$ cat src/hw/sharedFifoPkg.sv
// Sizes, vector typedefs and packed structs of the shared-buffer FIFO with push credits.
package sharedFifoPkg;

  // Two logical FIFOs share one flop RAM of eight entries.
  localparam int NumFifos = 2;
  localparam int Depth = 8;
  localparam int Width = 8;

  // Each FIFO has a two-entry staging buffer in front of its pop port.
  localparam int StageDepth = 2;

  // Payload of one word.
  typedef logic [Width-1:0] dataT;

  // Address of one RAM entry.
  typedef logic [$clog2(Depth)-1:0] addrT;

  // Number of a logical FIFO.
  typedef logic [$clog2(NumFifos)-1:0] fifoIdT;

  // Credit or occupancy count, which must be able to hold the full depth.
  typedef logic [$clog2(Depth + 1)-1:0] countT;

  // One bit per logical FIFO.
  typedef logic [NumFifos-1:0] fifoMaskT;

  // A word from the sender, tagged with its FIFO.
  typedef struct packed {
    logic   valid;
    fifoIdT fifoId;
    dataT   data;
  } pushReqT;

  // A write into the shared RAM.
  typedef struct packed {
    logic   valid;
    fifoIdT fifoId;
    addrT   addr;
    dataT   data;
  } ramWriteT;

  // A read request on the single RAM read port.
  typedef struct packed {
    logic   valid;
    fifoIdT fifoId;
    addrT   addr;
  } ramReadReqT;

  // Read data, returned one cycle after the request with the same tag.
  typedef struct packed {
    logic   valid;
    fifoIdT fifoId;
    dataT   data;
  } ramReadRespT;

  // Inclusive base and bound address of every FIFO slice.
  typedef struct packed {
    addrT [NumFifos-1:0] base;
    addrT [NumFifos-1:0] bound;
  } fifoCfgT;

endpackage

$ cat src/hw/sharedFifoPush.sv
// Push side with configuration check, credit counters, credit release and write pointers.
`timescale 1ns/1ps

module sharedFifoPush (
  input  logic                     clk,
  input  logic                     rstN,
  input  sharedFifoPkg::fifoCfgT   cfg,
  input  sharedFifoPkg::pushReqT   push,
  input  sharedFifoPkg::fifoMaskT  pushCreditStall,
  input  sharedFifoPkg::fifoMaskT  popDone,
  output logic                     cfgError,
  output sharedFifoPkg::fifoMaskT  pushCredit,
  output sharedFifoPkg::ramWriteT  ramWrite,
  output sharedFifoPkg::fifoMaskT  pushDone
);

  import sharedFifoPkg::*;

  // Combinational result of the configuration check.
  logic cfgBad;

  // Number of entries in each slice, bound minus base plus one.
  countT [NumFifos-1:0] sliceSize;

  // Credits that the receiver still owes the sender, per FIFO.
  countT [NumFifos-1:0] creditCnt;

  // One credit leaves per FIFO in this cycle.
  fifoMaskT creditRelease;

  // Next RAM address to be written, per FIFO.
  addrT [NumFifos-1:0] wrPtr;

  // Every address lies inside the RAM by its width.
  // A slice is illegal if its base is above its bound.
  // Slices must also be in ascending order without overlap.
  always_comb begin
    cfgBad = 1'b0;
    for (int i = 0; i < NumFifos; i++) begin
      if (cfg.base[i] > cfg.bound[i]) begin
        cfgBad = 1'b1;
      end
    end
    for (int i = 1; i < NumFifos; i++) begin
      if (cfg.base[i] <= cfg.bound[i-1]) begin
        cfgBad = 1'b1;
      end
    end
  end

  // The check result is registered and already valid in the first cycle after reset.
  always_ff @(posedge clk) begin
    cfgError <= cfgBad;
  end

  // The full credit pool of each FIFO is its slice size.
  always_comb begin
    for (int i = 0; i < NumFifos; i++) begin
      sliceSize[i] = countT'(cfg.bound[i]) - countT'(cfg.base[i]) + countT'(1);
    end
  end

  // A credit goes out while the counter holds one and the sender does not stall.
  // No credit ever leaves under a bad configuration.
  always_comb begin
    for (int i = 0; i < NumFifos; i++) begin
      creditRelease[i] = (creditCnt[i] != '0) && !pushCreditStall[i] && !cfgError;
    end
  end

  // The counter starts with the whole pool.
  // Each released credit takes one away and each pop gives one back.
  // The credit pulse itself is registered, so the first one shows on the second cycle.
  always_ff @(posedge clk) begin
    if (!rstN) begin
      creditCnt  <= sliceSize;
      pushCredit <= '0;
    end else begin
      for (int i = 0; i < NumFifos; i++) begin
        creditCnt[i] <= creditCnt[i] - countT'(creditRelease[i]) + countT'(popDone[i]);
      end
      pushCredit <= creditRelease;
    end
  end

  // Every push becomes a RAM write in the same cycle.
  // The address comes from the registered pointer of the tagged FIFO.
  always_comb begin
    ramWrite.valid  = push.valid && !cfgError;
    ramWrite.fifoId = push.fifoId;
    ramWrite.addr   = wrPtr[push.fifoId];
    ramWrite.data   = push.data;
  end

  // The pop side counts these pulses as RAM occupancy.
  always_comb begin
    for (int i = 0; i < NumFifos; i++) begin
      pushDone[i] = ramWrite.valid && (ramWrite.fifoId == fifoIdT'(i));
    end
  end

  // Write pointers walk through the slice and wrap from bound back to base.
  always_ff @(posedge clk) begin
    if (!rstN) begin
      wrPtr <= cfg.base;
    end else begin
      for (int i = 0; i < NumFifos; i++) begin
        if (pushDone[i]) begin
          wrPtr[i] <= (wrPtr[i] == cfg.bound[i]) ? cfg.base[i] : addrT'(wrPtr[i] + 3'd1);
        end
      end
    end
  end

endmodule

$ cat src/hw/sharedFifoRam.sv
// Eight-entry flop RAM with one write port and a registered, tagged read port.
`timescale 1ns/1ps

module sharedFifoRam (
  input  logic                        clk,
  input  sharedFifoPkg::ramWriteT     ramWrite,
  input  sharedFifoPkg::ramReadReqT   ramReadReq,
  output sharedFifoPkg::ramReadRespT  ramReadResp
);

  import sharedFifoPkg::*;

  // Storage shared by all slices.
  dataT mem [Depth];

  // Writes land at the end of the push cycle.
  always_ff @(posedge clk) begin
    if (ramWrite.valid) begin
      mem[ramWrite.addr] <= ramWrite.data;
    end
  end

  // The read is one cycle deep.
  // Valid and FIFO id travel with the data so the pop side knows where it goes.
  // A read never hits an entry that is written in the same cycle,
  // because the scheduler only reads entries that were counted before.
  always_ff @(posedge clk) begin
    ramReadResp.valid  <= ramReadReq.valid;
    ramReadResp.fifoId <= ramReadReq.fifoId;
    ramReadResp.data   <= mem[ramReadReq.addr];
  end

endmodule

$ cat src/hw/sharedFifoPop.sv
// Pop side with read pointers, occupancy, round-robin read scheduler and staging buffers.
`timescale 1ns/1ps

module sharedFifoPop (
  input  logic                                               clk,
  input  logic                                               rstN,
  input  sharedFifoPkg::fifoCfgT                             cfg,
  input  sharedFifoPkg::fifoMaskT                            pushDone,
  input  sharedFifoPkg::ramReadRespT                         ramReadResp,
  input  sharedFifoPkg::fifoMaskT                            popReady,
  output sharedFifoPkg::ramReadReqT                          ramReadReq,
  output sharedFifoPkg::fifoMaskT                            popValid,
  output sharedFifoPkg::dataT [sharedFifoPkg::NumFifos-1:0]  popData,
  output sharedFifoPkg::fifoMaskT                            popEmpty,
  output sharedFifoPkg::fifoMaskT                            popDone
);

  import sharedFifoPkg::*;

  // Words written to the RAM and not yet read, per FIFO.
  countT [NumFifos-1:0] ramCnt;
  // Reads issued whose data has not yet arrived.
  countT [NumFifos-1:0] inFlight;
  // Words held in each staging buffer.
  countT [NumFifos-1:0] stageCnt;
  // Slot that the arriving word takes after a pop in the same cycle.
  countT [NumFifos-1:0] stageSlot;
  // Staging storage, entry 0 is the head.
  dataT [NumFifos-1:0][StageDepth-1:0] stageData;
  // Next RAM address to read, per FIFO.
  addrT [NumFifos-1:0] rdPtr;

  fifoMaskT eligible;
  fifoMaskT grant;
  fifoMaskT stageWrite;
  fifoIdT   grantId;
  fifoIdT   lastId;

  // The head of each staging buffer drives its pop port.
  always_comb begin
    for (int i = 0; i < NumFifos; i++) begin
      popValid[i]   = (stageCnt[i] != '0);
      popData[i]    = stageData[i][0];
      popDone[i]    = popValid[i] && popReady[i];
      stageWrite[i] = ramReadResp.valid && (ramReadResp.fifoId == fifoIdT'(i));
      stageSlot[i]  = stageCnt[i] - countT'(popDone[i]);
      popEmpty[i]   = (ramCnt[i] == '0) && (inFlight[i] == '0) && (stageCnt[i] == '0);
    end
  end

  // A FIFO may be read when the RAM holds a word for it and its staging buffer
  // has room for that word, counting reads still in flight.
  // A pop in this cycle frees one slot.
  always_comb begin
    for (int i = 0; i < NumFifos; i++) begin
      eligible[i] = (ramCnt[i] != '0) &&
                    ((stageCnt[i] + inFlight[i] < countT'(StageDepth)) || popDone[i]);
    end
  end

  // Round robin, the search starts just after the FIFO granted last.
  always_comb begin
    fifoIdT cand;
    logic   found;
    found   = 1'b0;
    grantId = lastId;
    grant   = '0;
    for (int k = 1; k <= NumFifos; k++) begin
      cand = fifoIdT'((int'(lastId) + k) % NumFifos);
      if (!found && eligible[cand]) begin
        found   = 1'b1;
        grantId = cand;
      end
    end
    if (found) begin
      grant[grantId] = 1'b1;
    end
  end

  // One read request per cycle on the single RAM read port.
  always_comb begin
    ramReadReq.valid  = |grant;
    ramReadReq.fifoId = grantId;
    ramReadReq.addr   = rdPtr[grantId];
  end

  // Counters and read pointers.
  always_ff @(posedge clk) begin
    if (!rstN) begin
      ramCnt   <= '0;
      inFlight <= '0;
      stageCnt <= '0;
      rdPtr    <= cfg.base;
      lastId   <= fifoIdT'(NumFifos - 1);
    end else begin
      for (int i = 0; i < NumFifos; i++) begin
        ramCnt[i]   <= ramCnt[i] + countT'(pushDone[i]) - countT'(grant[i]);
        inFlight[i] <= inFlight[i] + countT'(grant[i]) - countT'(stageWrite[i]);
        stageCnt[i] <= stageCnt[i] + countT'(stageWrite[i]) - countT'(popDone[i]);
        if (grant[i]) begin
          rdPtr[i] <= (rdPtr[i] == cfg.bound[i]) ? cfg.base[i] : addrT'(rdPtr[i] + 3'd1);
        end
      end
      if (|grant) begin
        lastId <= grantId;
      end
    end
  end

  // A pop shifts the buffer toward the head.
  // The arriving word goes behind the last word that stays.
  always_ff @(posedge clk) begin
    for (int i = 0; i < NumFifos; i++) begin
      if (popDone[i]) begin
        for (int j = 0; j < StageDepth - 1; j++) begin
          stageData[i][j] <= stageData[i][j+1];
        end
      end
      if (stageWrite[i]) begin
        stageData[i][stageSlot[i]] <= ramReadResp.data;
      end
    end
  end

endmodule

$ cat src/hw/sharedFifoTop.sv
// Top level of the shared-buffer FIFO, connecting push side, RAM and pop side.
`timescale 1ns/1ps

module sharedFifoTop (
  input  logic                                               clk,
  input  logic                                               rstN,

  // Slices are set before reset is released and held stable afterwards.
  input  sharedFifoPkg::fifoCfgT                             cfg,
  output logic                                               cfgError,

  // Push side with credit flow control.
  input  sharedFifoPkg::pushReqT                             push,
  output sharedFifoPkg::fifoMaskT                            pushCredit,
  input  sharedFifoPkg::fifoMaskT                            pushCreditStall,

  // One valid/ready pop port per FIFO.
  input  sharedFifoPkg::fifoMaskT                            popReady,
  output sharedFifoPkg::fifoMaskT                            popValid,
  output sharedFifoPkg::dataT [sharedFifoPkg::NumFifos-1:0]  popData,
  output sharedFifoPkg::fifoMaskT                            popEmpty
);

  import sharedFifoPkg::*;

  ramWriteT    ramWrite;
  ramReadReqT  ramReadReq;
  ramReadRespT ramReadResp;

  // Accepted writes, counted as occupancy on the pop side.
  fifoMaskT pushDone;
  // Pop handshakes, each of which returns one credit.
  fifoMaskT popDone;

  sharedFifoPush pushSide (
    .clk,
    .rstN,
    .cfg,
    .push,
    .pushCreditStall,
    .popDone,
    .cfgError,
    .pushCredit,
    .ramWrite,
    .pushDone
  );

  sharedFifoRam ram (
    .clk,
    .ramWrite,
    .ramReadReq,
    .ramReadResp
  );

  sharedFifoPop popSide (
    .clk,
    .rstN,
    .cfg,
    .pushDone,
    .ramReadResp,
    .popReady,
    .ramReadReq,
    .popValid,
    .popData,
    .popEmpty,
    .popDone
  );

endmodule

$ cat config.mk
export PLATFORM = sky130hd
export DESIGN_NAME = sharedFifoTop
export DESIGN_NICKNAME = d
export VERILOG_FILES = /design/src/hw/sharedFifoPkg.sv /design/src/hw/sharedFifoPush.sv /design/src/hw/sharedFifoRam.sv /design/src/hw/sharedFifoPop.sv /design/src/hw/sharedFifoTop.sv
export SDC_FILE = /design/constraint.sdc
export NUM_CORES = 1
export LEC_CHECK = 0
export BUFFER_PORTS_ARGS = -buffer_cell sky130_fd_sc_hd__buf_2
export CORE_UTILIZATION = 40
export DETAILED_ROUTE_END_ITERATION = 8
export GPL_TIMING_DRIVEN = 1
export SLEW_MARGIN = 20
export SYNTH_ARGS = -nofsm -noshare
export SYNTH_HDL_FRONTEND = slang
export SYNTH_HIERARCHICAL = 1
export SYNTH_SLANG_ARGS = --single-unit
$ cat constraint.sdc
create_clock -name clk -period 3.95 [get_ports clk]
set_input_delay 0.1975 -clock clk [delete_from_list [all_inputs] [get_ports clk]]
set_output_delay 0.1975 -clock clk [all_outputs]
set_load 0.02 [all_outputs]
==> results_dict.tcl <==
set metrics [dict create \
    ctsRootBufferMaster "clkbuf_16" \
    grt_pass1_wl_um 23900 \
    die_x_um 144 \
    dr.pass1.iters 4 \
    drv_slew 0 \
    setup_viol 0 \
    rr_worst_depth 8 \
    power.total_w 0.00726 \
    gp_congestion 0.817 \
    grt_max_degree 53 \
    final_cell_mix "edfxtp_1 (92), inv_1 (75), ha_1 (67)" \
    syn-instance-count 647 \
    finalHoldViolations 0 \
    holdBufCountCts 0 \
    rrSetupSlack_ns 0.72 \
    cts_setup_buffers 0 \
    io_buffers 50 \
    grt_pass1_vias 4852 \
    leakagePower_nw 3.77 \
    die_y_um 144 \
    cp_data_arrival_time_ns 3.54 \
    p_per_area_nw_per_um2 805 \
    cap_violations 0 \
    area_growth_pct 12.2 \
    timing.rr.end "ram/ramReadResp[7]$_DFF_P_" \
    layout.cells.non_filler 958 \
    start_kind "flip-flop" \
    grt_use_total_pct 15.4 \
    cts_buffers 17 \
    final_common_cell "edfxtp_1" \
    cts.clk_slew.worst_paths_ns 0.07 \
    drcViolationCount 0 \
    ctsHtreeMaxLevel 4 \
    synth_nets 756 \
    final_nets 788 \
    initial_core_util_pct 41.0 \
    tns_ns 0 \
    via_per_inst 4.88 \
    rr_startpoint "popSide/stageCnt[1]$_SDFF_PN0_" \
    max_slew_margin_pct 32.4 \
    path_class "flip-flop to flip-flop" \
    endpoint_kind "flip-flop" \
    dieArea_um2 20700 \
    layout-drive-gt1-share_pct 17.5 \
    worstSkewPairLatency_ns 0.43 \
    crit_fanout 16 \
    min_path_type "primary input to flip-flop" \
    min_from "push[2]" \
    whs_path_depth 1 \
    syn-cell-area_um2 8040 \
    io-pin-count 51 \
    via_count 4677 \
    clock_skew_ns 0.00929 \
    cts_tree "yes" \
    core_region_area_um2 19600 \
    wire_per_inst_um 15.3 \
    post-route-util_pct 46.0 \
    outcome "complete, no violations" \
    cp.required_ns 4.26 \
    antenna_found_initial 1 \
    rsz0062_at_grt "no" \
    layout_min_cycle_time_ns 3.23 \
    clock_sinks 154 \
    clockBufferDepth 2 \
    fin_crit_sh_pct 81.8 \
    drtIter0Drc 252 \
    dp_cells 925 \
    vdd_drop_max_v 0.000326 \
    fillCellCount 1783 \
    grt-ovfl-total 0 \
    synth.avg_cell_area_um2 12.4 \
    fmax_mhz 310 \
    wirelength_um 14600 \
    dp_hpwl_um 10500 \
    hold_end "ram/mem[0][2]$_DFFE_PP_" \
    yosys_warnings 6 \
    ctsResizeCount 0 \
    worst_pin_slew_ns 1.01 \
    rows 51 \
    ant_nets 0 \
]
-- how the worst max path moves through the flow --
stage / start / slack [ns] / endpoint / depth (start not counted)
floorplan: popSide/stageCnt[1]$_SDFF_PN0_ / 0.92 / ram/ramReadResp[1]$_DFF_P_ / 10
global placement: popSide/stageCnt[5]$_SDFF_PN0_ / 0.82 / popSide/inFlight[6]$_SDFF_PN0_ / 13
detailed placement: popSide/stageCnt[5]$_SDFF_PN0_ / 0.72 / popSide/inFlight[6]$_SDFF_PN0_ / 13
CTS: popSide/stageCnt[1]$_SDFF_PN0_ / 0.67 / ram/ramReadResp[7]$_DFF_P_ / 8
global route: popSide/stageCnt[5]$_SDFF_PN0_ / 0.49 / popSide/inFlight[6]$_SDFF_PN0_ / 13
finish: popSide/stageCnt[1]$_SDFF_PN0_ / 0.72 / ram/ramReadResp[7]$_DFF_P_ / 8
-- per-layer routing --
layer | part of all wire [%] | track usage [%]
met2 | 50 | 26.4
met1 | 45 | 18.6
met3 | 3.2 | 3.63
met4 | 1.9 | 6.33
met5 | 0.089 | 0
-- worst max-delay path: stages, from the launching register on --
cell	delay (ns)
dfxtp_1	0.43
inv_1	0.15
fa_1	0.42
xor2_1	0.24
a41oi_4	0.18
o31ai_4	0.39
mux2_4	0.41
mux4_1	0.59
mux2_2	0.29
-- state kept, by name, indices dropped and copies added, names as in the netlist --
name and cells:
ram/mem 64, popSide/popData 16, popSide/stageData 16, ram/ramReadResp 10, popSide/inFlight 8, popSide/ramCnt 8
popSide/stageCnt 8, pushSide/creditCnt 8, popSide/rdPtr 6, pushSide/wrPtr 6, pushSide/pushCredit 2, popSide/lastId 1
pushSide/cfgError 1
-- report_power, final --
part	leakage [nW]	internal (W)	switching [W]
clock	0.321	0.00109	0.000710
combinational	2.09	0.00148	0.00158
sequential	1.36	0.00213	0.000268
-- per-stage QoR --
| step | worst slack [ns] | area [um2] | hold slack (ns) |
|---|---|---|---|
| 2_1_floorplan | 0.918 | 8040 | 0.385 |
| 3_3_place_gp | 0.816 | 8360 | 0.457 |
| 3_5_place_dp | 0.724 | 8360 | 0.470 |
| 4_1_cts | 0.670 | 9020 | 0.0213 |
| 5_1_grt | 0.488 | 9020 | 0.0244 |
| 6_report | 0.720 | 9020 | 0.0346 |
-- cell type report --
cell class / count / area [um2] / area share [%]
Antenna cell: 1 / 2.50 / 0.0277
Clock buffer: 17 / 425 / 4.72
Clock inverter: 15 / 229 / 2.54
Inverter: 76 / 293 / 3.25
Multi-Input combinational cell: 378 / 3470 / 38.5
Sequential cell: 154 / 4000 / 44.4
Tap cell: 265 / 332 / 3.68
Timing Repair Buffer: 52 / 265 / 2.94
Power figures use the tool's default switching activity.
